`config.mk`:
```
export PLATFORM = sky130hd
export DESIGN_NAME = fetch_stage
export DESIGN_NICKNAME = d
export VERILOG_FILES = /design/src/cpu_pkg.sv /design/src/fetch_stage.sv
export SDC_FILE = /design/constraint.sdc
export NUM_CORES = 1
export LEC_CHECK = 0
export ABC_AREA = 0
export ABC_CLOCK_PERIOD_IN_PS = 2430
export BUFFER_PORTS_ARGS = -buffer_cell sky130_fd_sc_hd__buf_2
export CELL_PAD_IN_SITES_DETAIL_PLACEMENT = 0
export CELL_PAD_IN_SITES_GLOBAL_PLACEMENT = 1
export CORE_ASPECT_RATIO = 0.9
export CORE_MARGIN = 3
export CORE_UTILIZATION = 30
export DETAILED_ROUTE_END_ITERATION = 12
export MAX_ROUTING_LAYER = met4
export PLACE_DENSITY = 0.8
export SYNTH_ARGS = -nofsm -noshare
export SYNTH_HDL_FRONTEND = slang
export SYNTH_SLANG_ARGS = --single-unit
```
`constraint.sdc`:
```
create_clock -name clk -period 2.43 [get_ports clk]
set_input_delay 0.1215 -clock clk [delete_from_list [all_inputs] [get_ports clk]]
set_output_delay 0.1215 -clock clk [all_outputs]
set_load 0.01 [all_outputs]
```
`src/cpu_pkg.sv`:
```
// Shared definitions for the 16-bit five-stage core
// Widths, word and index types, instruction fields and sign extension
// Opcode, ALU operation and decode run-state encodings
package cpu_pkg;

   localparam int WORD_W    = 16;
   localparam int ADDR_W    = 8;
   localparam int REG_IDX_W = 3;
   localparam int MEM_DEPTH = 256;
   localparam int NUM_REGS  = 8;

   typedef logic [WORD_W-1:0]    word_t;
   typedef logic [ADDR_W-1:0]    addr_t;
   typedef logic [REG_IDX_W-1:0] reg_idx_t;

   // Instruction field positions
   localparam int OP_LSB  = 12;
   localparam int RD_LSB  = 9;
   localparam int RS_LSB  = 6;
   localparam int RT_LSB  = 3;
   localparam int IMM6_W  = 6;
   localparam int IMM12_W = 12;

   typedef enum logic [3:0] {
      OP_NOP  = 4'd0,
      OP_ADD  = 4'd1,
      OP_SUB  = 4'd2,
      OP_AND  = 4'd3,
      OP_XOR  = 4'd4,
      OP_ADDI = 4'd5,
      OP_LD   = 4'd6,
      OP_ST   = 4'd7,
      OP_BEQZ = 4'd8,
      OP_BNEZ = 4'd9,
      OP_J    = 4'd10,
      OP_HALT = 4'd15
   } opcode_t;

   typedef enum logic [1:0] {ALU_ADD, ALU_SUB, ALU_AND, ALU_XOR} alu_op_t;

   // Fetch-freeze machine in decode
   typedef enum logic [1:0] {RUN, HALTING, HALTED} run_state_t;

   function automatic word_t sext6(input word_t inst);
      return {{(WORD_W-IMM6_W){inst[IMM6_W-1]}}, inst[IMM6_W-1:0]};
   endfunction

   function automatic word_t sext12(input word_t inst);
      return {{(WORD_W-IMM12_W){inst[IMM12_W-1]}}, inst[IMM12_W-1:0]};
   endfunction

endpackage
```
`src/fetch_stage.sv`:
```
// Instruction fetch stage
// Program counter, fetch request and the IF/ID register
`timescale 1ns/1ps

module fetch_stage import cpu_pkg::*; (
   input  logic  clk,
   input  logic  rst_i,
   input  logic  stall_i,
   input  logic  redirect_i,
   input  logic  freeze_i,
   input  addr_t target_i,
   input  logic  gnt_i,
   input  word_t rdata_i,
   output logic  req_o,
   output addr_t addr_o,
   output word_t inst_o,
   output addr_t pc_next_o,
   output logic  valid_o
);

   addr_t pc;
   addr_t pc_inc;

   assign pc_inc = pc + addr_t'(1);
   assign addr_o = pc;

   // No fetch while the pipe is held or after HALT
   assign req_o = !freeze_i && !stall_i;

   always_ff @(posedge clk) begin
      if (rst_i) begin
         pc      <= '0;
         valid_o <= 1'b0;
      end else if (!stall_i) begin
         if (redirect_i) begin
            // Word fetched this cycle is on the wrong path
            pc      <= target_i;
            valid_o <= 1'b0;
         end else if (gnt_i) begin
            pc      <= pc_inc;
            valid_o <= 1'b1;
         end else begin
            // Lost arbitration or frozen, insert a bubble
            valid_o <= 1'b0;
         end
      end
   end

   // IF/ID payload
   always_ff @(posedge clk) begin
      if (!stall_i && gnt_i) begin
         inst_o    <= rdata_i;
         pc_next_o <= pc_inc;
      end
   end

endmodule

```
-- Yosys cells after proc, flatten, opt, wreduce, memory -nomap -nowiden
Index checks and enable logic that the tools add are counted.
- output and inout port bits: 34
- register bits after elaboration: 33
- add/sub/neg operators: 1
- bitwise gates (word level): 1
- reduce and logical (&&, ||, !) cells: 6
- muxes and demuxes: 4
- operators with widths (operator ; number):
    2-to-1 mux 8 bit ; 2
    adder 8 x 1 -> 8 bit (second input constant) ; 1
    logical AND 1 bit ; 2
    zero test 1 bit ; 2
    2-to-1 mux 1 bit ; 2
    AND reduction 2 bit ; 1
    nonzero test 2 bit ; 1
    inverter 1 bit ; 1

-- Depth between registers and ports, before layout
Gate-level depths: netlist (run 1).
- depth after elaboration: 3
- depth in mapped cells: 4
- gate-level depth less buffers: 4

-- Worst setup path after synthesis (run 1)
No wires, ideal clock.
- path type: input-to-reg
- from: input gnt_i
- to: register inst_o[0] (enable)
- buffers on the path: 0
- setup time: 408 ps
- required time: 2022 ps
- arrival: 1227 ps
- setup slack: 795 ps
- cell stages on the path: 1
- cell sequence: nor2b_1
- longest elaborated chain between the ends: 1
- ends and longest elaborated chain (element ; line ; source):
    start: declaration ; fetch_stage.sv:12 ; input logic gnt_i,
    logical AND 1 bit ; fetch_stage.sv:51 ; if (!stall_i && gnt_i) begin
    end signal: assignment ; fetch_stage.sv:52 ; inst_o <= rdata_i;
    end: declaration ; fetch_stage.sv:16 ; output word_t inst_o,
Every way passes these cells.
A chain may end at the register's enable or synchronous reset.

-- Worst setup path after layout (run 1)
- from: register pc[0], in the netlist addr_o[0]
- to: register pc[6], in the netlist addr_o[6]
- longest elaborated chain between the ends: 3
- ends and longest elaborated chain (element ; line ; source):
    start: declaration ; fetch_stage.sv:21 ; addr_t pc;
    start signal: assignment ; fetch_stage.sv:37 ; pc <= target_i;
    start signal: assignment ; fetch_stage.sv:40 ; pc <= pc_inc;
    adder 8 x 1 -> 8 bit ; fetch_stage.sv:24 ; assign pc_inc = pc + addr_t'(1);
    2-to-1 mux 8 bit ; fetch_stage.sv:39 ; end else if (gnt_i) begin
    2-to-1 mux 8 bit ; fetch_stage.sv:35 ; if (redirect_i) begin
Every way passes these cells. The select of a mux whose other input is x is not followed.

==> flow_metrics.tcl, run 1 <==
set metrics [dict create \
    cts_hold_buf 0 \
    dp.cells 224 \
    ff2ff_setup_slack_ns 0.91 \
    slew_headroom_pct 73.2 \
    clkSlewWorstSetupHoldPaths_ns 0.07 \
    setup_tns_ns 0 \
    num_rows 22 \
    fmax_ghz 0.657 \
    rsz0062_at_grt "no" \
    setup_violations 0 \
    firstDrtPassIters 6 \
    synth_compound_area_share_pct 14.1 \
    start_util_pct 32.5 \
    ir_drop_uv 380 \
    yosys.area.top_type "edfxtp_1" \
    drc 0 \
    ant_nets 0 \
    gr-total-overflow 0 \
    timing.rr.end "addr_o[6]" \
    post_cts_buffers 0 \
    diodes 0 \
    synth.net_count 135 \
    power_frac_seq_pct 51.6 \
    drv_slew 0 \
    syn-instance-count 104 \
    fin_skew_ns 0.00462 \
    vias 1090 \
    synth_edf_count 24 \
    die_h_um 70.3 \
    combPwrFrac_pct 10.8 \
    p_switching_w 0.000276 \
    drv_cap 0 \
    clk_latency_ns 0.27 \
    cts_repair_resize_count 0 \
    instances_no_fill 232 \
    die-area_sq_um 5450 \
    outcome "complete, no violations" \
    gp_congestion 0.905 \
    r2r_start "addr_o[0]" \
    grt_pass1_vias 1046 \
    end_kind "register" \
    antenna_found_initial 0 \
    period_share_pct 62.6 \
    drive_gt1_share_pct 45.9 \
    arrival_ns 1.72 \
    cp-startpoint "addr_o[0]" \
    cts_tree "done" \
    critPathLaunchType "register" \
    internal_power_w 0.00101 \
    grt_pass1_wl_um 4770 \
    cp_max_fo 8 \
    synth_top_family_by_area "compound AO/OA/AOI/OAI gates" \
    dpl_cell_area_sq_um 1760 \
    port_buffers 63 \
    finalHoldViolCount 0 \
    min_period_ns 1.52 \
    synth_area_per_cell_sq_um 13.3 \
    switching_share_pct 21.5 \
    finalInstanceArea_sq_um 1870 \
    power_w 0.00128 \
    synth_area_sq_um 1380 \
    nNetsFinal 202 \
    pwr-share-clk_pct 37.6 \
    die_w_um 77.5 \
    synthAdderAreaFrac_pct 0.907 \
    p_leak_nw 0.769 \
    worstPathRequired_ns 2.62 \
    post_drt_wl_per_cell_um 12.9 \
    hpwl_um 2310 \
    synth_top_area_share_pct 52.3 \
    synth_seq_cells 33 \
    cts_made_buffers 5 \
    htree_num_levels 2 \
    synthTopCellsByCount "edfxtp_1, dfxtp_1, nand2_1, nor2_1, o21ai_0" \
    grt_max_degree 24 \
    yosys_warnings 0 \
    hold_path_class "in2reg" \
    synth_area_leaders "edfxtp_1, dfxtp_1, nand2_1" \
    yosysMostFrequentCell "edfxtp_1" \
    drt-total-wl_um 2990 \
    ys.flop_type "edfxtp_1" \
    cts.sinks 33 \
    synthArstFlopShare_pct 0 \
    cts_root_buf "clkbuf_8" \
    worst_pin_slew_ns 0.401 \
    ys_seq_area_share_pct 65.3 \
    syn_to_final_growth_pct 35.5 \
    synth_xor_area_share_pct 4.36 \
    power-per-cell-area_nw_per_um2 687 \
    r2r.worst_path.cells 4 \
    synthMuxAreaShare_pct 0.726 \
    endpoint "addr_o[6]" \
    io_pins 64 \
    grt_use_total_pct 11.3 \
    dr.first_iter.drc_count 42 \
    core_sq_um 4240 \
    crit_type "reg2reg" \
    synthSimpleGateAreaFrac_pct 12.3 \
    viasPerCell 4.70 \
    yosysUniqueCellTypes 39 \
    clock_path_buffers 2 \
]
## sequential cells by signal, indices dropped and copies added (netlist names)
signal and flops:
addr_o 8, inst_o 16, pc_next_o 8, valid_o 1
## per-layer routing
metal	GRT usage [%]	share of wire, %
met1	12.5	39
met2	19.5	52
met3	4.25	8.3
met4	2.37	0.57
met5	-	0
## worst max-delay path: stages (launching register included)
cell      delay, ns
dfxtp_1        0.47
ha_1           0.30
nand3_2        0.17
o41a_1         0.35
o211ai_1       0.16
## how the worst min path moves through the flow
stage	from	endpoint	slack [ns]	cells after the start
6_report	rdata_i[6]	inst_o[6]	0.02	1
5_1_grt	rdata_i[11]	inst_o[11]	0.007	1
4_1_cts	rdata_i[6]	inst_o[6]	0.01	1
3_5_place_dp	rdata_i[6]	inst_o[6]	0.30	1
3_3_place_gp	rdata_i[8]	inst_o[8]	0.30	1
2_1_floorplan	rdata_i[0]	inst_o[0]	0.22	0
## power groups by stage
stage	Combinational, W	Clock, W	Sequential, W
finish	0.000138	0.000483	0.000663
global route	0.000153	0.000523	0.000667
CTS	0.000141	0.000498	0.000663
detailed placement	0.000141	0	0.000675
global placement	0.000139	0	0.000673
floorplan	0.0000522	0	0.000692
## cells by family (layout without fill, tap and decap cells)
family / Yosys count / in the layout
buffers and inverters: 8 / 76
flip-flops: 33 / 33
XOR/XNOR: 6 / 6
AND/OR/NAND/NOR: 30 / 30
AO/OA/AOI/OAI: 25 / 25
multiplexers: 1 / 1
adder cells (fa/ha/maj): 1 / 1
## through the flow
step	hold WS, ns	utilization, %	setup slack (ns)
floorplan	0.220	-	0.795
global route	0.00740	44.1	0.841
CTS	0.0133	44.1	0.907
finish	0.0236	44.1	0.908
detailed placement	0.300	41.6	0.925
global placement	0.298	41.6	1.02
## layout by cell type, fill, tap and decap left out, types with 2 or more instances in the layout
master     n
buf_2     63
edfxtp_1  24
dfxtp_1    9
nand2_1    8
nor2_1     8
o21ai_0    5
clkbuf_8   5
inv_1      4
xnor2_1    3
a21oi_1    3
nand3_2    2
xor2_1     2
nand2b_1   2
nand3b_1   2
nor3b_1    2
o211ai_1   2
## area by class of cell
cell class / instances / area (sq um)
fillers: 424 / 2370
flip-flops and latches: 33 / 901
multi-input cells: 63 / 448
repair buffers: 64 / 323
well taps: 60 / 75.1
clock buffers: 6 / 72.6
clock inverters: 2 / 33.8
inverters: 4 / 15.0
(Power assumes the default switching activity.)
==> run 2: changes to the inputs <==
Settings changed: ABC_AREA 0 to 1, ABC_CLOCK_PERIOD_IN_PS 2430 to 1500, PLACE_DENSITY 0.8 to 0.82.
Clock period 2.43 ns to 1.5 ns, I/O delays scaled along.
==> flow_metrics.tcl, run 2 <==
set metrics [dict create \
    viasPerCell 4.56 \
    drv_slew 0 \
    cts_root_buf "clkbuf_8" \
    arrival_ns 1.34 \
    cts_made_buffers 5 \
    critical_path_buf_inv_count 0 \
    yosys_warnings 0 \
    fin_skew_ns 0.00517 \
    layout.cells.most_common "buf_2" \
    grt_pass1_wl_um 5170 \
    ys.flop_type "edfxtp_1" \
    gr-total-overflow 0 \
    die-area_sq_um 5130 \
    cts_tree "done" \
    clk_latency_ns 0.28 \
    path_cells "ha_1, nand3_2, nor2_1, nand2_1, and2_1" \
    slowest_stage "dfxtp_2" \
    worstPathRequired_ns 1.54 \
    yosys.area.top_type "edfxtp_1" \
    largest_reg_flops 16 \
    largest_register "inst_o" \
    hpwl_um 2280 \
    htree_num_levels 2 \
    synth.net_count 134 \
    dr.first_iter.drc_count 83 \
    syn_to_final_growth_pct 50.3 \
    post_cts_buffers 0 \
    port_buffers 63 \
    syn-instance-count 103 \
    synth_top_area_share_pct 55.8 \
    outcome "complete, no violations" \
    num_rows 21 \
    io_pins 64 \
    regArea_sq_um 902 \
    power_w 0.00197 \
    yosysMostFrequentCell "edfxtp_1" \
    gp_congestion 0.760 \
    crit_type "reg2reg" \
    worst_pin_slew_ns 0.268 \
    drt-total-wl_um 3380 \
    yosysUniqueCellTypes 23 \
    min_period_ns 1.30 \
    synthArstFlopShare_pct 0 \
    clock_path_buffers 2 \
    vias 1094 \
    end_kind "register" \
    p_leak_nw 0.837 \
    diodes 0 \
    core_sq_um 3920 \
    synth_seq_cells 33 \
    ys_seq_area_share_pct 69.7 \
    synth_area_per_cell_sq_um 12.5 \
    nFillCells 338 \
    grt_max_degree 17 \
    grt_pass1_vias 1146 \
    drc 0 \
    synth_area_leaders "edfxtp_1, dfxtp_1, a21oi_1" \
    critPathLaunchType "register" \
    layout_common_cells "buf_2, edfxtp_1, nand2_1, dlygate4sd3_1, a21oi_1" \
    period_share_pct 86.8 \
    clkSlewWorstSetupHoldPaths_ns 0.06 \
    grt_use_total_pct 14.1 \
    r2r.worst_path.cells 5 \
    synthTopCellsByCount "edfxtp_1, nand2_1, a21oi_1" \
    fin_util_pct 49.6 \
    rsz0062_at_grt "no" \
    cp_max_fo 5 \
    setup_tns_ns 0 \
    start_util_pct 33.0 \
    slew_headroom_pct 82.1 \
    power-per-cell-area_nw_per_um2 1010 \
    cp_top_family "simple AND/OR/NAND/NOR gates" \
    drv_cap 0 \
    drive_gt1_share_pct 43.3 \
    ir_drop_uv 327 \
    die_w_um 75.2 \
    synth_edf_count 24 \
    antenna_found_initial 0 \
    cts.sinks 33 \
    ant_nets 0 \
    die_h_um 68.3 \
    fmax_ghz 0.768 \
    critPathMaxStageDelay_ns 0.37 \
    synth_area_sq_um 1290 \
    finalHoldViolCount 0 \
    hold_path_class "in2reg" \
    min_path_cells 3 \
    firstDrtPassIters 5 \
    setup_violations 0 \
    multi_input_area_sq_um 360 \
    nNetsFinal 224 \
    crit_cells 5 \
    post_drt_wl_per_cell_um 14.1 \
]
run 2: cell count changes after synthesis, moves of 2 or more:
cell	delta
nor2_1	-5
nand2b_1	-2
nor2b_1	-2
o21ai_0	+3
nand3b_1	-2
inv_1	+3
nand2_1	+9
nand2_2	+2
a21oi_1	+10
nand3_1	+2
nor3b_1	-2
clkbuf_1	-2
xnor2_1	-2
o211ai_1	-2
run 2: worst paths after layout:
path | startpoint | end | slack [ns]
worst max register to register | addr_o[1] | pc_next_o[6] | 0.20
worst max-delay path | addr_o[1] | pc_next_o[6] | 0.20
worst min-delay path | target_i[1] | addr_o[1] | 0.07
worst min register to register | valid_o | valid_o | 0.46
run 2: repair_timing:
| item | 4_1_cts | 5_1_grt |
|---|---|---|
| gates resized for setup | 0 | 1 |
| hold buffers | 17 | 0 |
| setup endpoints to repair | 0 | 1 |
| endpoints found under the hold margin | 17 | 0 |
run 2: metrics by stage:
| step | std cells | setup WS [ns] | hold slack (ns) | instance area, sq um |
|---|---|---|---|---|
| final | 240 | 0.197 | 0.0701 | 1940 |
| after global routing | 240 | 0.0823 | 0.0550 | 1940 |
| after CTS | 240 | 0.128 | 0.0594 | 1940 |
| after detailed placement | 215 | 0.143 | 0.254 | 1690 |
| after global placement | 215 | 0.216 | 0.250 | 1690 |
| after floorplan | 103 | 0.179 | 0.144 | 1290 |
run 2: cells by family after synthesis:
| family | after synthesis | share of synthesized area, % |
|---|---|---|
| flip-flops | 33 | 69.7 |
| AND/OR/NAND/NOR | 31 | 12.2 |
| AO/OA/AOI/OAI | 27 | 12.1 |
| buffers and inverters | 8 | 2.42 |
| XOR/XNOR | 3 | 2.61 |
| adder cells (fa/ha/maj) | 1 | 0.968 |
run 2: layout make-up:
type / count / area share, %
Clock buffer: 5 / 3.54
Timing Repair Buffer: 84 / 26.5
Tap cell: 46 / 2.96
Sequential cell: 33 / 46.4
Clock inverter: 3 / 0.644
Multi-Input combinational cell: 62 / 18.5
Inverter: 7 / 1.35
run 2: worst reg2reg max path, delay by kind of cell (launching register included):
family / cells / cell delay (ns)
DFF: 1 / 0.37
adders and majority gates: 1 / 0.22
and+or+nand+nor: 4 / 0.47
run 2: power by group:
group          switching, W  internal (W)  leakage (nW)
sequential        0.0000325       0.00105         0.300
clock              0.000306      0.000312        0.0430
combinational      0.000141      0.000134         0.494
run 2: per-layer routing:
metal | track usage (%) | vias to the layer above | share of wire, %
met3 | 5.58 | 5 | 8.7
met1 | 15.3 | 495 | 44
met4 | 5.90 | 0 | 1.4
met2 | 23.2 | 54 | 46
li1 | - | 540 | -
met5 | - | - | 0
