File: src/cpu_pkg.sv
// Shared definitions for the 16-bit five-stage core
// Widths, word and index types, instruction fields and sign extension
// Opcode, ALU operation and decode run-state encodings
package cpu_pkg;

   localparam int WORD_W    = 16;
   localparam int ADDR_W    = 8;
   localparam int REG_IDX_W = 3;
   localparam int MEM_DEPTH = 256;
   localparam int NUM_REGS  = 8;

   typedef logic [WORD_W-1:0]    word_t;
   typedef logic [ADDR_W-1:0]    addr_t;
   typedef logic [REG_IDX_W-1:0] reg_idx_t;

   // Instruction field positions
   localparam int OP_LSB  = 12;
   localparam int RD_LSB  = 9;
   localparam int RS_LSB  = 6;
   localparam int RT_LSB  = 3;
   localparam int IMM6_W  = 6;
   localparam int IMM12_W = 12;

   typedef enum logic [3:0] {
      OP_NOP  = 4'd0,
      OP_ADD  = 4'd1,
      OP_SUB  = 4'd2,
      OP_AND  = 4'd3,
      OP_XOR  = 4'd4,
      OP_ADDI = 4'd5,
      OP_LD   = 4'd6,
      OP_ST   = 4'd7,
      OP_BEQZ = 4'd8,
      OP_BNEZ = 4'd9,
      OP_J    = 4'd10,
      OP_HALT = 4'd15
   } opcode_t;

   typedef enum logic [1:0] {ALU_ADD, ALU_SUB, ALU_AND, ALU_XOR} alu_op_t;

   // Fetch-freeze machine in decode
   typedef enum logic [1:0] {RUN, HALTING, HALTED} run_state_t;

   function automatic word_t sext6(input word_t inst);
      return {{(WORD_W-IMM6_W){inst[IMM6_W-1]}}, inst[IMM6_W-1:0]};
   endfunction

   function automatic word_t sext12(input word_t inst);
      return {{(WORD_W-IMM12_W){inst[IMM12_W-1]}}, inst[IMM12_W-1:0]};
   endfunction

endpackage
File: src/execute_stage.sv
// Execute stage
// ALU, which also forms the LD/ST address, and the EX/MEM register
`timescale 1ns/1ps

module execute_stage import cpu_pkg::*; (
   input  logic     clk,
   input  logic     rst_i,
   input  logic     hold_i,
   input  alu_op_t  alu_op_i,
   input  word_t    opa_i,
   input  word_t    opb_i,
   input  word_t    store_i,
   input  reg_idx_t dst_i,
   input  logic     wr_i,
   input  logic     ld_i,
   input  logic     st_i,
   input  logic     halt_i,
   input  logic     valid_i,
   output word_t    result_o,
   output word_t    store_o,
   output reg_idx_t dst_o,
   output logic     wr_o,
   output logic     ld_o,
   output logic     st_o,
   output logic     halt_o,
   output logic     valid_o
);

   word_t alu_out;

   always_comb begin
      case (alu_op_i)
         ALU_SUB: alu_out = opa_i - opb_i;
         ALU_AND: alu_out = opa_i & opb_i;
         ALU_XOR: alu_out = opa_i ^ opb_i;
         default: alu_out = opa_i + opb_i;
      endcase
   end

   always_ff @(posedge clk) begin
      if (rst_i) begin
         {valid_o, wr_o, ld_o, st_o, halt_o} <= '0;
      end else if (!hold_i) begin
         {valid_o, wr_o, ld_o, st_o, halt_o} <= {valid_i, wr_i, ld_i, st_i, halt_i};
      end
   end

   // EX/MEM payload
   always_ff @(posedge clk) begin
      if (!hold_i) begin
         result_o <= alu_out;
         store_o  <= store_i;
         dst_o    <= dst_i;
      end
   end

endmodule

File: config.mk
export PLATFORM = sky130hd
export DESIGN_NAME = execute_stage
export DESIGN_NICKNAME = d
export VERILOG_FILES = /design/src/cpu_pkg.sv /design/src/execute_stage.sv
export SDC_FILE = /design/constraint.sdc
export NUM_CORES = 1
export LEC_CHECK = 0
export BUFFER_PORTS_ARGS = -buffer_cell sky130_fd_sc_hd__buf_2
export CAP_MARGIN = 10
export CORE_MARGIN = 1
export CORE_UTILIZATION = 51
export CTS_BUF_LIST = sky130_fd_sc_hd__clkbuf_16
export CTS_CLUSTER_SIZE = 30
export DETAILED_ROUTE_END_ITERATION = 7
export HOLD_SLACK_MARGIN = 0.05
export PLACE_DENSITY = 0.84
export SLEW_MARGIN = 25
export SYNTH_ARGS = -nofsm -noshare
export SYNTH_HDL_FRONTEND = slang
export SYNTH_SLANG_ARGS = --single-unit
File: constraint.sdc
create_clock -name clk -period 3.8 [get_ports clk]
set_input_delay 0.38 -clock clk [delete_from_list [all_inputs] [get_ports clk]]
set_output_delay 0.38 -clock clk [all_outputs]
set_load 0.1 [all_outputs]
# ---- Word level (Yosys, flattened, before mapping)
# Cells that the tools add are included.
dict set report totals {
  out_inout_bits 40
  elab_cells 16
  in_bits 61
  ff_bits 40
}
dict set report op_classes {
  bitwise 2
  n_eq_ne 3
  n_addsub 2
  muxes 1
}
# cell n
set op_table {}
lappend op_table {{$pmux W16 S3} 1}
lappend op_table {{$add A16 B16 Y16} 1}
lappend op_table {{$and A16 B16 Y16} 1}
lappend op_table {{$sub A16 B16 Y16} 1}
lappend op_table {{$xor A16 B16 Y16} 1}
lappend op_table {{$eq A2 B2 Y1 const B} 2}
lappend op_table {{$eq A2 B1 Y1 const B} 1}

# ---- Longest topological paths before layout
# Gate-level depths: netlist (run 1).
dict set report logic_depth {
  word_depth 2
  depth_mapped 13
  depth_no_buf 12
}

# ---- Worst setup path before layout (run 1)
# No wires, ideal clock.
dict set report synth_timing {
  path_kind {in2reg}
  startpoint {input port alu_op_i[0]}
  endpoint {register result_o[14] (data pin)}
  path_stages 10
  t_arrival_ns 2.602
  required_time_ns 3.544
  n_path_buf 1
  path_slack_ns 0.943
  setup_ns 0.256
  cell_sequence {nor2b_1 -> clkbuf_1 -> mux2i_1 -> fa_1 -> a211oi_1 -> o21bai_1 -> nand4_1 -> a21oi_1 -> or3_1 -> a31o_2}
}
dict set report synth_between {
  elab_chain_cells 2
}
# item line
set synth_lines {}
lappend synth_lines {{from (decl)} execute_stage.sv:9} ;# input alu_op_t alu_op_i,
lappend synth_lines {{$eq A2 B2 Y1 or $eq A2 B1 Y1 (tied branches)} execute_stage.sv:32} ;# case (alu_op_i)
lappend synth_lines {{$pmux W16 S3 *} execute_stage.sv:32}
lappend synth_lines {{named net alu_out[14]} execute_stage.sv:29} ;# word_t alu_out;
lappend synth_lines {{to (signal assigned)} execute_stage.sv:51} ;# result_o <= alu_out;
lappend synth_lines {{to (decl)} execute_stage.sv:19} ;# output word_t result_o,
# The timed path passes the listed nets; every way through them passes the cells marked *.
# A chain may end at the register's enable or synchronous reset.

# ---- Final worst setup path (run 1)
dict set report layout_timing {
  startpoint {input port alu_op_i[1]}
  endpoint {register result_o[15] (data pin)}
}
# Same word-level chain as after synthesis.

==> results of run 1 <==
-- cell families after synthesis --
kind of cell,after synthesis
AOI/OAI and AO/OA,73
xor gates and xnor gates,26
adders and majority gates,33
buffers and inverters,24
DFF,40
muxes,18
and+or+nand+nor,61
-- layout make-up --
type,instances,area [sq um],share of cell area
clock buffers,5,125,0.0350
inverters,14,52.6,0.0147
repair buffers,104,531,0.148
flip-flops and latches,40,1150,0.322
well taps,70,87.6,0.0245
clock inverters,3,13.8,0.00385
multi-input cells,211,1610,0.451
-- metrics by stage --
step                      instances  area, sq um
after floorplan                 275         2860
after global placement          439         3430
after detailed placement        439         3430
after CTS                       447         3570
after global routing            447         3570
final                           447         3570
-- Yosys cell counts, types with 2 or more instances --
library cell / count / area [sq um]
a211oi_1: 3 / 22.5
a21o_1: 7 / 52.6
a21oi_1: 24 / 120
a31oi_1: 7 / 43.8
and3_1: 2 / 12.5
buf_1: 2 / 7.51
buf_2: 2 / 10.0
clkbuf_1: 6 / 22.5
dfxtp_1: 5 / 100
edfxtp_1: 35 / 1050
ha_1: 32 / 400
inv_1: 14 / 52.6
mux2_2: 3 / 33.8
mux2i_1: 15 / 150
nand2_1: 11 / 41.3
nand2b_1: 6 / 37.5
nand4_1: 3 / 18.8
nor2_1: 20 / 75.1
nor2b_1: 2 / 12.5
nor3_1: 7 / 35.0
nor4_1: 2 / 12.5
o211ai_1: 4 / 30.0
o21ai_0: 15 / 75.1
o21bai_1: 3 / 22.5
xnor2_1: 21 / 184
xor2_1: 4 / 35.0
-- worst max-delay path by stage --
stage                   endpoint  slack, ns  cells past startpoint
detailed placement  result_o[15]       0.52                     12
global route        result_o[15]       0.62                     12
global placement    result_o[15]       0.67                     12
floorplan           result_o[14]       0.94                     10
CTS                 result_o[15]       0.82                     12
finish              result_o[15]       0.77                     12
-- per-layer routing --
layer  wire, um  GRT usage  part of all wire  up-vias
met5          0          0                 0        -
met2       3020      0.371              0.47       96
met4        102     0.0731             0.016        0
li1           -          -                 -     1221
met3        383     0.0274             0.060        9
met1       2870      0.281              0.45     1119
-- power by group --
group,switching (W),total [W],internal [W]
Combinational,0.000552,0.000743,0.000192
Sequential,0.0000106,0.000547,0.000536
Clock,0.000144,0.000382,0.000238
Total,0.000706,0.00167,0.000965
-- sequential cells by signal, summed over array words and instances (netlist names) --
name,flops
wr_o,1
dst_o,3
halt_o,1
ld_o,1
result_o,16
store_o,16
st_o,1
valid_o,1
==> impl_metrics.json, run 1 <==
{
  "chipWidth_um": 76.8,
  "core-area_sq_um": 5240,
  "setup_tns_ns": 0,
  "reg2reg_from": "halt_o",
  "grt_max_degree": 36,
  "hold_path_class": "in2reg",
  "dp_hpwl_um": 5090,
  "max_slew.worst_pin.slew_ns": 0.532,
  "die-area_sq_um": 5900,
  "synth_adder_area_share": 0.147,
  "ff2ff_setup_slack_ns": 3.20,
  "muxShareOfSynthArea": 0.0644,
  "path_max_fanout": 9,
  "setup_viol": 0,
  "cts_root_buffer": "clkbuf_16",
  "worstSetupStartpoint": "alu_op_i[1]",
  "grt_setup_unrepaired": "no",
  "synth_compound_area_frac": 0.159,
  "leakagePower_nw": 1.64,
  "final_hold_viol_count": 0,
  "slowest_stage": "nor2b_1",
  "synth-simple-area-share": 0.111,
  "clk_latency_ns": 0.27,
  "path_clk_slew_ns": 0.05,
  "critPathMaxStageDelay_ns": 0.43,
  "hold_slack_ns": 0.282,
  "synth_area_sq_um": 2860,
  "synth_ff_type": "edfxtp_1",
  "worst-setup-path-type": "in2reg",
  "synthXorXnorAreaFrac": 0.0823,
  "setup_slack_ns": 0.775,
  "port_buffers": 100,
  "antenna_found_initial": 0,
  "synth_top_family_by_area": "compound AO/OA/AOI/OAI gates",
  "grt_overflow": 0,
  "drt_pass1_iterations": 4,
  "ys_warn_count": 0,
  "ys_ff_latch": 40,
  "finalMaxSlewViolations": 0,
  "place_ws_ns": 0.523,
  "fmax_mhz": 331,
  "antennaDiodeCount": 0,
  "track_usage": 0.217,
  "ir_drop_mv": 0.387,
  "outcome": "finished clean",
  "synth_edf_count": 35,
  "finalPower_w": 0.00167,
  "drt_iter0_markers": 86,
  "grt_pass1_vias": 2217,
  "cts_resized": 0,
  "min_to": "store_o[11]",
  "r2r_cells": 2,
  "synth.net_count": 369,
  "slew_headroom": 0.645,
  "layout_common_cells": "buf_2, edfxtp_1, ha_1, a21oi_1, xnor2_1",
  "post-route-util": 0.682,
  "worstSetupEndpointType": "register",
  "powerDensity_nw_per_um2": 468,
  "die-height_um": 76.8,
  "fin_nets": 470,
  "drc_errors": 0,
  "hold_depth": 1,
  "cts_tree": "done",
  "vias": 2445,
  "finalCriticalPeriod_ns": 3.03,
  "cp.required_ns": 3.80,
  "hp-start": "store_i[11]",
  "max_cap_violations": 0,
  "syn2layout_area_growth_pct": 25.1,
  "synth_cell_type_count": 46,
  "grt_pass1_wl_um": 10300,
  "drive_above_1_share": 0.318,
  "via_per_inst": 5.47,
  "ctsHoldBuffers": 0,
  "wirelength_um": 6370,
  "cts_buffers": 5,
  "place_congestion": 0.905,
  "worst-path-buf-inv": 2,
  "worstPathArrival_ns": 3.03,
  "synthCells": 275,
  "initial_core_util": 0.545,
  "cpLargestDelayFamily": "compound AO/OA/AOI/OAI gates",
  "clock_path_buffers": 2,
  "htree_levels": 2,
  "wl_per_cell_um": 14.3,
  "r2r-end": "halt_o",
  "layout_commonest_cell": "buf_2",
  "cts_setup_buffers": 0,
  "ant_nets": 0,
  "clock_skew_ns": 0,
  "synth-seq-area-share": 0.403,
  "cp-start-kind": "input pin",
  "rows": 26,
  "async_reset_ff_frac": 0,
  "avgSynthCellArea_sq_um": 10.4,
  "final.period_utilization": 0.796,
  "crit_chain": "buf_2 -> nor2b_1 -> buf_4 -> nor2_1 -> xnor2_1 -> ha_1 -> o21ai_0 -> a211oi_1 -> o21ai_0 -> a221oi_1 -> xnor2_1 -> mux2i_1",
  "fillers": 425,
  "cts.sinks": 40,
  "io_pins": 101
}
Note: power is estimated with default switching activity, not from simulation.
==> run 2, diff against run 1 <==
--- a/config.mk
+++ b/config.mk
@@ -8,12 +8,12 @@
 export BUFFER_PORTS_ARGS = -buffer_cell sky130_fd_sc_hd__buf_2
 export CAP_MARGIN = 10
 export CORE_MARGIN = 1
-export CORE_UTILIZATION = 51
+export CORE_UTILIZATION = 46
 export CTS_BUF_LIST = sky130_fd_sc_hd__clkbuf_16
 export CTS_CLUSTER_SIZE = 30
 export DETAILED_ROUTE_END_ITERATION = 7
 export HOLD_SLACK_MARGIN = 0.05
-export PLACE_DENSITY = 0.84
+export PLACE_DENSITY = 0.8
 export SLEW_MARGIN = 25
 export SYNTH_ARGS = -nofsm -noshare
 export SYNTH_HDL_FRONTEND = slang
==> constraint.sdc (replaced) <==
create_clock -name clk -period 2.5 [get_ports clk]
set_input_delay 0.25 -clock clk [delete_from_list [all_inputs] [get_ports clk]]
set_output_delay 0.25 -clock clk [all_outputs]
set_load 0.1 [all_outputs]
==> run 2 against run 1 <==
Compared with the run above: largest power group unchanged; die area increased by 11%; first-iteration DRC count increased by 40%; utilization increased by 2.2 points; largest cell class unchanged; clock skew unchanged; critical endpoint unchanged; via count increased by 9.4%; clock power increased by 81%; power increased by 71%; the run now ends with setup timing left; critical path type unchanged; setup slack got worse by 0.82 ns.
==> impl_metrics.json, run 2 (same netlist as run 1, synthesis figures left out) <==
{
  "outcome": "finished with violations",
  "violations": "setup timing",
  "slew_headroom": 0.669,
  "cts_tree": "done",
  "grt_pass1_vias": 2507,
  "via_per_inst": 5.25,
  "antenna_found_initial": 0,
  "die-area_sq_um": 6530,
  "io_pins": 101,
  "syn2layout_area_growth_pct": 46.9,
  "cp-start-kind": "input pin",
  "cts_root_buffer": "clkbuf_16",
  "drt_iter0_markers": 120,
  "max_cap_violations": 0,
  "ant_nets": 0,
  "final_hold_viol_count": 0,
  "drt_pass1_iterations": 4,
  "fmax_mhz": 392,
  "drc_errors": 0,
  "cts.sinks": 40,
  "core-area_sq_um": 5960,
  "setup_viol": 2,
  "final.period_utilization": 1.02,
  "grt_setup_unrepaired": "yes",
  "layout_common_cells": "buf_2, buf_4, edfxtp_1, ha_1, xnor2_1",
  "finalCriticalPeriod_ns": 2.55,
  "dp_hpwl_um": 5760,
  "grt_max_degree": 36,
  "drive_above_1_share": 0.460,
  "setup_slack_ns": -0.0491,
  "max_slew.worst_pin.slew_ns": 0.500,
  "cts_buffers": 5,
  "r2r_cells": 2,
  "register_area_sq_um": 1150,
  "worstPathArrival_ns": 2.55,
  "track_usage": 0.225,
  "wl_per_cell_um": 14.3,
  "worst-setup-path-type": "in2reg",
  "path_clk_slew_ns": 0.05,
  "initial_core_util": 0.480,
  "ff2ff_setup_slack_ns": 1.88,
  "stdcell_count": 510,
  "antennaDiodeCount": 0,
  "cp.required_ns": 2.50,
  "grt_pass1_wl_um": 11200,
  "leakagePower_nw": 1.97,
  "setup_tns_ns": -0.0817,
  "port_buffers": 100,
  "numPlacedInstances": 493,
  "grt_overflow": 0,
  "wirelength_um": 7320,
  "place_congestion": 0.908,
  "finalMaxSlewViolations": 0,
  "chipWidth_um": 80.8,
  "vias": 2675,
  "ctsHoldBuffers": 0,
  "fin_nets": 528,
  "fillers": 471,
  "hold_depth": 1,
  "multi_input_area_sq_um": 1740,
  "rows": 28,
  "worstSetupEndpointType": "register",
  "powerDensity_nw_per_um2": 680,
  "htree_levels": 2,
  "reg_top3": "result_o x16, store_o x16, dst_o x3",
  "hold_path_class": "in2reg",
  "clk_latency_ns": 0.27,
  "die-height_um": 80.8,
  "layout_commonest_cell": "buf_2",
  "clock_skew_ns": 0,
  "ir_drop_mv": 0.624,
  "path_max_fanout": 3,
  "clock_path_buffers": 2
}
==> run 2: cell types whose count changed in the layout (fill, tap and decap cells not counted), sizes merged <==
| cell | before | now |
|---|---|---|
| inv | 14 | 15 |
| buf | 104 | 162 |
| bufinv | 0 | 1 |
| clkinv | 3 | 1 |
==> run 2: layout make-up <==
cell class                      instances  area share
Multi-Input combinational cell        211       0.414
Clock inverter                          3     0.00924
Inverter                               14      0.0125
Clock buffer                            5      0.0298
Sequential cell                        40       0.274
Timing Repair Buffer                  162       0.238
Tap cell                               75      0.0224
==> run 2: path summary, 6_finish.rpt <==
kind                  end  startpoint
min            store_o[8]  store_i[8]
max          result_o[15]    opb_i[6]
max reg2reg        halt_o      halt_o
min reg2reg       valid_o     valid_o
==> run 2: worst max-delay path, stage by stage <==
cell,delay (ns)
buf_6,0.09
or4_4,0.58
nor3_4,0.16
a21oi_2,0.08
xnor2_1,0.13
ha_1,0.35
a21o_1,0.16
a21oi_2,0.07
nor3b_4,0.16
a221oi_2,0.27
xnor2_1,0.15
mux2i_1,0.11
==> run 2: per-layer routing <==
layer | part of all wire | vias up | wire length [um] | global-route usage
met5 | 0 | - | 0 | 0
met2 | 0.49 | 93 | 3620 | 0.403
met4 | 0.017 | 0 | 127 | 0.0804
met3 | 0.062 | 13 | 450 | 0.0326
met1 | 0.43 | 1231 | 3120 | 0.272
li1 | - | 1338 | - | -
==> run 2: through the flow <==
step	hold WS (ns)	worst slack (ns)	util	area [sq um]	total power, W
2_1_floorplan	0.322	-0.164	-	2890	0.00176
4_1_cts	0.140	-0.0210	0.684	4070	0.00281
3_5_place_dp	0.428	-0.481	0.642	3830	0.00209
5_1_grt	0.137	-0.191	0.705	4200	0.00298
6_report	0.146	-0.0491	0.705	4200	0.00285
3_3_place_gp	0.427	-0.386	0.642	3830	0.00206
==> run 2: report_power, final <==
part	internal (W)	switching, W
logic	0.000433	0.000899
clock network	0.000464	0.000226
registers	0.000815	0.0000159
==> run 2: repair_timing <==
item	4_1_cts	5_1_grt
endpoints found under the setup margin	4	6
pin swaps	16	20
buffers inserted	3	6
resized for setup	15	16
