### src/cpu_pkg.sv
// Shared definitions for the 16-bit five-stage core
// Widths, word and index types, instruction fields and sign extension
// Opcode, ALU operation and decode run-state encodings
package cpu_pkg;

   localparam int WORD_W    = 16;
   localparam int ADDR_W    = 8;
   localparam int REG_IDX_W = 3;
   localparam int MEM_DEPTH = 256;
   localparam int NUM_REGS  = 8;

   typedef logic [WORD_W-1:0]    word_t;
   typedef logic [ADDR_W-1:0]    addr_t;
   typedef logic [REG_IDX_W-1:0] reg_idx_t;

   // Instruction field positions
   localparam int OP_LSB  = 12;
   localparam int RD_LSB  = 9;
   localparam int RS_LSB  = 6;
   localparam int RT_LSB  = 3;
   localparam int IMM6_W  = 6;
   localparam int IMM12_W = 12;

   typedef enum logic [3:0] {
      OP_NOP  = 4'd0,
      OP_ADD  = 4'd1,
      OP_SUB  = 4'd2,
      OP_AND  = 4'd3,
      OP_XOR  = 4'd4,
      OP_ADDI = 4'd5,
      OP_LD   = 4'd6,
      OP_ST   = 4'd7,
      OP_BEQZ = 4'd8,
      OP_BNEZ = 4'd9,
      OP_J    = 4'd10,
      OP_HALT = 4'd15
   } opcode_t;

   typedef enum logic [1:0] {ALU_ADD, ALU_SUB, ALU_AND, ALU_XOR} alu_op_t;

   // Fetch-freeze machine in decode
   typedef enum logic [1:0] {RUN, HALTING, HALTED} run_state_t;

   function automatic word_t sext6(input word_t inst);
      return {{(WORD_W-IMM6_W){inst[IMM6_W-1]}}, inst[IMM6_W-1:0]};
   endfunction

   function automatic word_t sext12(input word_t inst);
      return {{(WORD_W-IMM12_W){inst[IMM12_W-1]}}, inst[IMM12_W-1:0]};
   endfunction

endpackage
### src/reg_file.sv
// Register file of eight 16-bit registers
// Two read ports, one write port, same-cycle write-through
`timescale 1ns/1ps

module reg_file import cpu_pkg::*; (
   input  logic     clk,
   input  logic     rst_i,
   input  reg_idx_t rs_idx_i,
   input  reg_idx_t rt_idx_i,
   input  logic     we_i,
   input  reg_idx_t wr_idx_i,
   input  word_t    wr_data_i,
   output word_t    rs_data_o,
   output word_t    rt_data_o
);

   word_t regs [NUM_REGS];

   always_ff @(posedge clk) begin
      if (rst_i) begin
         for (int i = 0; i < NUM_REGS; i++)
            regs[i] <= '0;
      end else if (we_i) begin
         regs[wr_idx_i] <= wr_data_i;
      end
   end

   // Bypass the value being written back this cycle
   assign rs_data_o = (we_i && wr_idx_i == rs_idx_i) ? wr_data_i : regs[rs_idx_i];
   assign rt_data_o = (we_i && wr_idx_i == rt_idx_i) ? wr_data_i : regs[rt_idx_i];

endmodule

### config.mk
export PLATFORM = sky130hd
export DESIGN_NAME = reg_file
export DESIGN_NICKNAME = d
export VERILOG_FILES = /design/src/cpu_pkg.sv /design/src/reg_file.sv
export SDC_FILE = /design/constraint.sdc
export NUM_CORES = 1
export LEC_CHECK = 0
export BUFFER_PORTS_ARGS = -buffer_cell sky130_fd_sc_hd__buf_2
export CORE_ASPECT_RATIO = 1.1
export CORE_MARGIN = 2
export CORE_UTILIZATION = 46
export CTS_CLUSTER_SIZE = 16
export DETAILED_ROUTE_END_ITERATION = 6
export SLEW_MARGIN = 10
export SYNTH_ARGS = -nofsm -noshare
export SYNTH_HDL_FRONTEND = slang
export SYNTH_SLANG_ARGS = --single-unit
### constraint.sdc
create_clock -name clk -period 4 [get_ports clk]
set_input_delay 0.8 -clock clk [delete_from_list [all_inputs] [get_ports clk]]
set_output_delay 0.8 -clock clk [all_outputs]
set_load 0.05 [all_outputs]
[Yosys cells after proc, flatten, opt, wreduce, memory -nomap -nowiden]
Memories as Yosys holds them, arrays and structs flattened.
Index checks and enable logic that the tools add are counted.
Operators by class
  multiply operators: 0
  divide/modulo/power cells: 0
  shift-type cells: 0
  bitwise logic cells: 0
  $add $sub $neg: 0
  multiplexer cells: 10
  equal/unequal tests: 2
  magnitude comparators: 0
  reduce and logical (&&, ||, !) cells: 3
Operators with widths (count)
  2-to-1 mux 16 bit: 3
  OR reduction 16 bit: 1
  == test 3 bit: 2
  2-to-1 mux 1 bit: 6
  2-to-1 mux 3 bit: 1
  logical AND 1 bit: 2
Word-level totals
  memories: 1
  RAM bits: 128
  memory bits (read-only): 0
  output and inout port bits: 32
  register bits after elaboration: 0
  input bits: 28
  word-level logic and storage cells: 16
  bits in latches: 0
Memory list
  regs: depth 8, width 16, rd ports 2, clocked after Yosys merged registers in 0, wr ports 8, RTL line reg_file.sv:17  | word_t regs [NUM_REGS];

[Depth between registers and ports, before layout]
Gate-level depths: netlist of run 1.
  depth in word-level cells: 5
  depth in mapped cells: 6
  mapped depth without buffers: 3

[Worst setup path before layout of run 1]
No wires, ideal clock.
  kind: input to output
  start: input port rt_idx_i[1]
  end: output port rt_data_o[0]
  slack: 0.940 ns
  stages: 5
  arrival: 2.260 ns
  data required time: 3.200 ns
  path buffers: 2
  path through: clkbuf_1 > clkbuf_1 > mux4_1 > mux2_2 > mux2_2
Between the ends
  word-level cells in the longest chain between the ends: 3
  elaborated cells between the ends (all ways): 4
  those cells by class: eq/ne (1); mux (1); reduce/logical (1); memory (1)
RTL lines
  start, declared: RTL line reg_file.sv:9  | input reg_idx_t rt_idx_i,
  branches (longest 2 deep; another with memory read (8 x 16 bit))
  2-to-1 mux 16 bit (*): RTL line reg_file.sv:30  | assign rt_data_o = (we_i && wr_idx_i == rt_idx_i) ? wr_data_i : regs[rt_idx_i];
  end, declared: RTL line reg_file.sv:14  | output word_t rt_data_o
Every way passes the cells marked *.

[Final worst setup path of run 1]
  start: input port rt_idx_i[0]
  end: output port rt_data_o[2]
Same word-level chain as after synthesis.

==> results.json, run 1 <==
{
  "status": "finished clean",
  "final_antenna_net_count": 0,
  "power.internal_w": 0.00272,
  "cts.reportedPaths.clkPinSlew_ns": 0.06,
  "finalHoldViolCount": 0,
  "io_buffers": 59,
  "cp.arrival_ns": 2.62,
  "rsz0062_at_grt": "no",
  "via_per_inst": 5.98,
  "cts_sinks": 128,
  "swShare_pct": 26.1,
  "clock-root-buffer": "clkbuf_16",
  "first_pass_iters": 5,
  "cap_viol_max_count": 0,
  "postRouteWirelength_um": 18600,
  "dp_cells": 691,
  "cp-start-kind": "primary input",
  "fin_crit_sh_pct": 85.6,
  "worstPathRequired_ns": 3.20,
  "worstHoldPathType": "in -> reg",
  "regMostFlops": "regs",
  "crit_slowest_cell": "mux4_1",
  "netlist_instances": 445,
  "fmax_mhz": 292,
  "top_regs": "regs x128",
  "antennaDiodeCount": 0,
  "drtIter0Drc": 266,
  "finalCriticalPeriod_ns": 3.42,
  "crit_path_end_kind": "output port",
  "power_frac_seq_pct": 43.5,
  "worst_pin_slew_ns": 0.610,
  "syn_avg_cell_area_sq_um": 16.7,
  "wire_per_inst_um": 25.7,
  "std_cell_rows": 48,
  "cp_max_fo": 20,
  "syn_nets": 473,
  "setup_viol": 0,
  "clkPwrFrac_pct": 38.9,
  "clockBufferDepth": 2,
  "ctsHoldBuffers": 0,
  "layout_common_cells": "128 x and2_1, 128 x edfxtp_1, 60 x mux4_1",
  "power_density_nw_per_um2": 432,
  "comb_power_share_pct": 17.7,
  "start_util_pct": 47.2,
  "finalNetCount": 538,
  "htree_levels": 4,
  "gp_congestion": 0.778,
  "grt_pass1_wl_um": 27300,
  "synthesis.area_sq_um": 7450,
  "io_pins": 60,
  "yosysWarnings": 0,
  "cts_tree": "done",
  "holdCritStartpoint": "wr_data_i[12]",
  "ir_drop_mv": 0.312,
  "grt_max_degree": 34,
  "die_y_um": 138,
  "largest_reg_flops": 128,
  "critical-path-max-stage-delay_ns": 0.61,
  "dieArea_sq_um": 17200,
  "endpoint": "rt_data_o[2]",
  "drc_errors": 0,
  "cts_inserted_buffers": 17,
  "cts_resized": 0,
  "layout-drive-gt1-share_pct": 34.3,
  "cts_setup_buffers": 0,
  "crit_chain": "buf_2 > buf_4 > mux4_1 > mux2_2 > mux2_2 > buf_2",
  "critPathLaunch": "rt_idx_i[0]",
  "slew_headroom_pct": 59.3,
  "crit_type": "in -> out",
  "ys_ff_latch": 128,
  "leakage_nw": 3.26,
  "grt_overflow": 0,
  "coreArea_sq_um": 15800,
  "slew_viol_final": 0,
  "p_sw_w": 0.000958,
  "die_w_um": 125,
  "area_growth_pct": 14.2,
  "synth_cell_types": 20,
  "setup_tns_ns": 0,
  "antenna_found_initial": 0,
  "seq_area_frac_synth_pct": 51.6,
  "grt_pass1_vias": 4435,
  "vias": 4316,
  "instances_no_fill": 722,
  "track_usage_pct": 22.5,
  "dpl.hpwl_um": 10500,
  "whs_path_depth": 2
}
-- stage by stage --
stage          util (%)  power (W)  setup WS, ns  hold slack, ns  area, sq um
2_1_floorplan         -    0.00210         0.940           0.998         7450
3_3_place_gp       50.5    0.00227         0.578            1.19         7980
3_5_place_dp       50.5    0.00228         0.575            1.20         7980
4_1_cts            53.9    0.00370         0.568           0.766         8510
5_1_grt            53.9    0.00378         0.524           0.793         8510
6_report           53.9    0.00368         0.576           0.779         8510
-- power by group through the flow --
stage | registers [W] | logic, W | clock network, W
floorplan | 0.00161 | 0.000498 | 0
global placement | 0.00162 | 0.000653 | 0
detailed placement | 0.00162 | 0.000656 | 0
CTS | 0.00160 | 0.000657 | 0.00144
global route | 0.00161 | 0.000683 | 0.00149
finish | 0.00160 | 0.000650 | 0.00143
-- per-layer routing --
layer	vias up	GRT usage, %	part of all wire, %
met1	2240	30.1	43
met4	0	6.91	1.0
met2	154	37.8	50
met3	16	4.16	5.5
met5	-	0	0
li1	1906	-	-
-- worst min path at each step --
stage | end | slack, ns
floorplan | regs[0][0] | 1.0
detailed placement | regs[2][7] | 1.20
finish | regs[7][12] | 0.78
global route | regs[2][5] | 0.79
CTS | regs[6][12] | 0.77
global placement | regs[4][12] | 1.19
-- final cells by class --
cell class,instances,area [sq um]
Multi-Input combinational cell,285,3420
Timing Repair Buffer,78,463
Sequential cell,128,3840
Tap cell,200,250
Clock inverter,11,97.6
Fill cell,1281,7280
Clock buffer,20,437
-- critical path, delay by kind of cell --
family / cells / cell delay [ns]
mux: 3 / 1.17
buf+inv: 3 / 0.64
-- cells in the mapped netlist --
cell type,n,area share [%]
nand2_1,1,0.050
buf_6,9,1.4
mux2_4,11,2.2
buf_2,3,0.20
nor2_1,6,0.30
edfxtp_1,128,52
mux2_2,53,8.0
mux4_1,60,21
mux4_2,4,1.2
clkbuf_1,19,0.96
and2_1,128,11
nand3b_1,1,0.10
nor3_1,1,0.067
or3b_2,1,0.12
nor3_2,1,0.13
nand2b_1,2,0.17
buf_4,1,0.10
or2_2,8,0.67
xnor2_1,6,0.71
nand4_1,2,0.17
-- cell families after synthesis --
group	share of synthesized area [%]
and+or+nand+nor	12.5
muxes	32.6
DFF	51.6
buffers and inverters	2.62
xor gates and xnor gates	0.705
Power figures use the tool's default switching activity.
==> run 2: changes to the inputs <==
--- a/config.mk
+++ b/config.mk
@@ -5,6 +5,7 @@
 export SDC_FILE = /design/constraint.sdc
 export NUM_CORES = 1
 export LEC_CHECK = 0
+export ABC_AREA = 1
 export BUFFER_PORTS_ARGS = -buffer_cell sky130_fd_sc_hd__buf_2
 export CORE_ASPECT_RATIO = 1.1
 export CORE_MARGIN = 2
==> run 2 against run 1 <==
  * Largest power group is now the clock network
  * Clock power increased by 22%
  * Hold slack got worse by 0.0037 ns
  * Cell area increased by 3.8%
  * Synthesized area increased by 4.3%
  * Critical endpoint is now rt_data_o[13]
  * Highest routed layer unchanged
==> results.json, run 2 <==
{
  "cts.reportedPaths.clkPinSlew_ns": 0.06,
  "first_pass_iters": 6,
  "status": "finished clean",
  "power.internal_w": 0.00289,
  "n_fill_cell": 1607,
  "clkPwrFrac_pct": 43.0,
  "syn_nets": 1085,
  "cts_sinks": 128,
  "ys_ff_latch": 128,
  "area_growth_pct": 13.6,
  "p_sw_w": 0.00115,
  "power_frac_seq_pct": 39.1,
  "synth_edf_count": 128,
  "drtIter0Drc": 726,
  "postSynth.asyncResetShare_pct": 0,
  "netlist_instances": 1057,
  "clockBufferDepth": 2,
  "std_cell_rows": 49,
  "die_w_um": 128,
  "ir_drop_mv": 0.272,
  "regMostFlops": "regs",
  "grt_pass1_vias": 6644,
  "cts_inserted_buffers": 17,
  "vias": 7126,
  "grt_pass1_wl_um": 38900,
  "final_antenna_net_count": 0,
  "worstHoldPathType": "in -> reg",
  "instances_no_fill": 1313,
  "htree_levels": 4,
  "cp_max_fo": 19,
  "dpl.hpwl_um": 15300,
  "die_y_um": 140,
  "fin_crit_sh_pct": 82.8,
  "syn_avg_cell_area_sq_um": 7.36,
  "layout_common_cells": "347 x nand2_1, 222 x nand3_1, 137 x inv_1",
  "synth_top_cell_area_share_pct": 49.4,
  "finalHoldViolCount": 0,
  "yosysWarnings": 0,
  "synth_area_leaders": "edfxtp_1 49%, nand2_1 17%, nand3_1 14%",
  "crit_type": "in -> out",
  "worst_pin_slew_ns": 0.912,
  "antenna_found_initial": 0,
  "postRouteWirelength_um": 25100,
  "min_to": "regs[3][14]",
  "yosysTopAreaCell": "edfxtp_1",
  "seq_area_frac_synth_pct": 49.4,
  "wire_per_inst_um": 19.1,
  "synthFlopType": "edfxtp_1",
  "cts_resized": 0,
  "swShare_pct": 28.5,
  "power_density_nw_per_um2": 458,
  "cp.arrival_ns": 2.51,
  "crit_path_end_kind": "output port",
  "largest_reg_flops": 128,
  "fmax_mhz": 302,
  "clock-root-buffer": "clkbuf_16",
  "synth_cell_types": 18,
  "setup_viol": 0,
  "cts_tree": "done",
  "synthMostInstantiatedCell": "nand2_1",
  "comb_power_share_pct": 17.8,
  "synth_common_cells": "347 x nand2_1, 222 x nand3_1, 138 x inv_1, 133 x nor2_1, 128 x edfxtp_1",
  "io_buffers": 59,
  "cts_setup_buffers": 0,
  "dp_cells": 1281,
  "track_usage_pct": 29.0,
  "finalNetCount": 1124,
  "finalCriticalPeriod_ns": 3.31,
  "holdCritStartpoint": "rst_i",
  "whs_path_depth": 3,
  "layout_commonest_cell": "nand2_1",
  "synthesis.area_sq_um": 7780,
  "rsz0062_at_grt": "no",
  "setup_tns_ns": 0,
  "drc_errors": 0,
  "cap_viol_max_count": 0,
  "via_per_inst": 5.43,
  "slew_viol_final": 0,
  "gp_congestion": 0.854,
  "grt_overflow": 0,
  "cp-start-kind": "primary input",
  "worstPathRequired_ns": 3.20,
  "coreArea_sq_um": 16400,
  "slew_headroom_pct": 39.1,
  "antennaDiodeCount": 0,
  "leakage_nw": 4.29,
  "top_regs": "regs x128",
  "ctsHoldBuffers": 0,
  "start_util_pct": 47.3,
  "io_pins": 60,
  "layout-drive-gt1-share_pct": 12.4,
  "grt_max_degree": 65,
  "dieArea_sq_um": 18000
}
-- run 2: cell types whose count changed after synthesis, sizes merged, moves of 128 or more --
cell / change
nand2: +359
inv: +149
nand3: +222
and2: -128
nor2: +133
-- run 2: worst max path at each step --
stage	from	endpoint	slack [ns]	cells past startpoint
after floorplan	rs_idx_i[2]	rs_data_o[10]	1.30	9
after global placement	rt_idx_i[1]	rt_data_o[10]	0.74	9
after detailed placement	rt_idx_i[1]	rt_data_o[10]	0.70	9
after CTS	rt_idx_i[1]	rt_data_o[10]	0.70	9
after global routing	rt_idx_i[1]	rt_data_o[7]	0.61	9
final	rt_idx_i[1]	rt_data_o[13]	0.69	9
-- run 2: through the flow --
| stage | power (W) | hold slack, ns | utilization (%) | worst slack (ns) | area (sq um) |
|---|---|---|---|---|---|
| after floorplan | 0.00211 | 1.09 | - | 1.30 | 7780 |
| after global placement | 0.00232 | 1.20 | 49.8 | 0.742 | 8180 |
| after detailed placement | 0.00232 | 1.20 | 49.8 | 0.699 | 8180 |
| after CTS | 0.00405 | 0.759 | 53.7 | 0.696 | 8830 |
| after global routing | 0.00417 | 0.781 | 53.7 | 0.606 | 8830 |
| final | 0.00405 | 0.775 | 53.7 | 0.686 | 8830 |
-- run 2: worst max-delay path, stage by stage --
cell	delay (ns)
buf_2	0.35
buf_4	0.37
nand2_1	0.09
nand2_1	0.10
nor2_4	0.06
nand2_4	0.23
nand3_1	0.17
nand2_1	0.09
buf_2	0.26
-- run 2: power by group through the flow --
stage	registers [W]	clock network, W	logic, W
3_5_place_dp	0.00161	0	0.000714
3_3_place_gp	0.00161	0	0.000714
5_1_grt	0.00159	0.00180	0.000781
2_1_floorplan	0.00160	0	0.000511
6_report	0.00158	0.00174	0.000721
4_1_cts	0.00158	0.00175	0.000717
-- run 2: per-layer routing --
layer / track usage (%) / wire (um)
met2: 46.1 / 12100
met4: 11.6 / 753
met1: 39.8 / 10500
met5: 0 / 0
met3: 4.62 / 1820
-- run 2: cells by family after synthesis --
logic type | share of synthesized area [%]
flip-flops | 49.4
AND/OR/NAND/NOR | 39.3
buffers and inverters | 11.3
-- run 2: final cells by class --
class,count,area (sq um),share of cell area [%]
Timing Repair Buffer,79,458,5.19
Clock inverter,12,214,2.42
Sequential cell,128,3840,43.5
Clock buffer,20,437,4.94
Multi-Input combinational cell,721,3060,34.6
Inverter,149,567,6.42
Tap cell,204,255,2.89
==> run 3: changes to the inputs <==
--- a/config.mk
+++ b/config.mk
@@ -5,13 +5,14 @@
 export SDC_FILE = /design/constraint.sdc
 export NUM_CORES = 1
 export LEC_CHECK = 0
-export ABC_AREA = 1
+export ABC_AREA = 0
 export BUFFER_PORTS_ARGS = -buffer_cell sky130_fd_sc_hd__buf_2
 export CORE_ASPECT_RATIO = 1.1
 export CORE_MARGIN = 2
 export CORE_UTILIZATION = 46
 export CTS_CLUSTER_SIZE = 16
 export DETAILED_ROUTE_END_ITERATION = 6
+export PLACE_DENSITY = 0.66
 export SLEW_MARGIN = 10
 export SYNTH_ARGS = -nofsm -noshare
 export SYNTH_HDL_FRONTEND = slang
==> constraint.sdc (replaced) <==
create_clock -name clk -period 2.84 [get_ports clk]
set_input_delay 0.568 -clock clk [delete_from_list [all_inputs] [get_ports clk]]
set_output_delay 0.568 -clock clk [all_outputs]
set_load 0.05 [all_outputs]
==> run 3 against run 2 <==
  * Hold slack got worse by 0.25 ns
  * Utilization up 1.6 points
  * First-iteration DRC count is 66% lower
  * Sequential cell count unchanged
  * Cell area is 0.98% lower
  * Global-route usage decreased by 6.2 points
  * Clock power grew 36%
  * Critical endpoint is now rs_data_o[8]
  * Largest cell class unchanged
  * Largest power group unchanged
==> results.json, run 3 (synthesized netlist as in run 1, its figures left out) <==
{
  "status": "finished clean",
  "power_density_nw_per_um2": 636,
  "antennaDiodeCount": 0,
  "start_util_pct": 47.2,
  "power.internal_w": 0.00414,
  "io_pins": 60,
  "cts_setup_buffers": 0,
  "crit_slowest_cell": "mux4_1",
  "setup_tns_ns": 0,
  "clockBufferDepth": 2,
  "wl_met2_um": 9920,
  "area_growth_pct": 17.3,
  "fin_util_pct": 55.4,
  "p_sw_w": 0.00142,
  "crit_type": "in -> out",
  "grt_pass1_wl_um": 28200,
  "critical-path-max-stage-delay_ns": 0.60,
  "die_y_um": 138,
  "cp.arrival_ns": 2.24,
  "dpl.hpwl_um": 11300,
  "std_cell_rows": 48,
  "final_antenna_net_count": 0,
  "wire_per_inst_um": 25.5,
  "cp-start-kind": "primary input",
  "drc_errors": 0,
  "ir_drop_mv": 0.361,
  "fmax_mhz": 356,
  "cts_inserted_buffers": 17,
  "via_per_inst": 5.95,
  "comb_power_share_pct": 16.9,
  "first_pass_iters": 5,
  "cp_max_fo": 12,
  "swShare_pct": 25.5,
  "postRouteWirelength_um": 18500,
  "gp_congestion": 0.766,
  "layout_common_cells": "128 x and2_1, 128 x edfxtp_1, 59 x mux4_1",
  "io_buffers": 59,
  "clkPwrFrac_pct": 42.6,
  "antenna_found_initial": 0,
  "top_layer": "met4",
  "dieArea_sq_um": 17200,
  "crit_path_end_kind": "output port",
  "htree_levels": 4,
  "layout-drive-gt1-share_pct": 36.3,
  "setup_viol": 0,
  "cts.reportedPaths.clkPinSlew_ns": 0.06,
  "grt_overflow": 0,
  "clock-root-buffer": "clkbuf_16",
  "drtIter0Drc": 250,
  "finalCriticalPeriod_ns": 2.81,
  "crit_chain": "buf_4 > buf_12 > mux4_1 > mux2_2 > mux2_4 > buf_2",
  "rsz0062_at_grt": "no",
  "grt_pass1_vias": 4693,
  "power_frac_seq_pct": 40.5,
  "cts_tree": "done",
  "slew_headroom_pct": 57.0,
  "worst_pin_slew_ns": 0.644,
  "cts_sinks": 128,
  "track_usage_pct": 22.8,
  "finalNetCount": 541,
  "regMostFlops": "regs",
  "wl_met3_um": 831,
  "slew_viol_final": 0,
  "finalHoldViolCount": 0,
  "die_w_um": 125,
  "worstHoldPathType": "in -> reg",
  "fin_crit_sh_pct": 98.8,
  "largest_reg_flops": 128,
  "vias": 4322,
  "top_regs": "regs x128",
  "coreArea_sq_um": 15800,
  "grt_max_degree": 34,
  "worstPathRequired_ns": 2.27,
  "drt-met1-wl_um": 7520,
  "leakage_nw": 3.35,
  "cap_viol_max_count": 0
}
## run 3: changes by cell type in the layout (fill, tap and decap cells not counted), sizes merged, moves of 64 or more
cell / previous run / this run
and2: 0 / 128
nand3: 222 / 0
nand2: 360 / 1
mux2: 0 / 64
nor2: 139 / 6
mux4: 0 / 64
inv: 149 / 1
## run 3: final cells by class
| class | count | area, sq um |
|---|---|---|
| flip-flops and latches | 128 | 3840 |
| well taps | 200 | 250 |
| clock inverters | 15 | 216 |
| repair buffers | 81 | 593 |
| clock buffers | 17 | 425 |
| multi-input cells | 285 | 3420 |
| fillers | 1284 | 7050 |
## run 3: final timing paths
check         start  slack (ns)           end  cells past startpoint
max     rs_idx_i[0]        0.03  rs_data_o[8]                      6
min    wr_data_i[2]        0.53    regs[6][2]                      2
## run 3: layer usage
layer / GRT usage, % / up-vias
met4: 6.98 / 0
li1: - / 1920
met1: 28.5 / 2250
met2: 41.5 / 126
met5: 0 / -
met3: 3.26 / 26
## run 3: worst max-delay path: cells and delay by family
| kind | cells | cell delay [ns] |
|---|---|---|
| buffers and inverters | 3 | 0.54 |
| muxes | 3 | 1.13 |
## run 3: power by group through the flow
stage	Combinational (W)	Clock [W]	Sequential [W]
floorplan	0.000701	0	0.00226
global placement	0.000934	0	0.00228
detailed placement	0.000942	0	0.00229
CTS	0.000946	0.00239	0.00225
global route	0.000989	0.00247	0.00227
finish	0.000939	0.00237	0.00225
## run 3: repair_timing
item                                    CTS  global route
pin swaps                                 0             0
endpoints found under the setup margin   15             1
resized for setup                         2             2
hold buffers                              0             0
## run 3: metrics by stage
step / instance area (sq um) / hold slack, ns / setup slack (ns) / power, W / cells
floorplan: 7450 / 0.766 / 0.244 / 0.00296 / 445
global placement: 8100 / 0.951 / -0.0248 / 0.00321 / 694
detailed placement: 8100 / 0.958 / -0.0389 / 0.00323 / 694
CTS: 8750 / 0.519 / 0.0261 / 0.00559 / 726
global route: 8740 / 0.549 / 0.00628 / 0.00573 / 726
finish: 8740 / 0.530 / 0.0349 / 0.00556 / 726
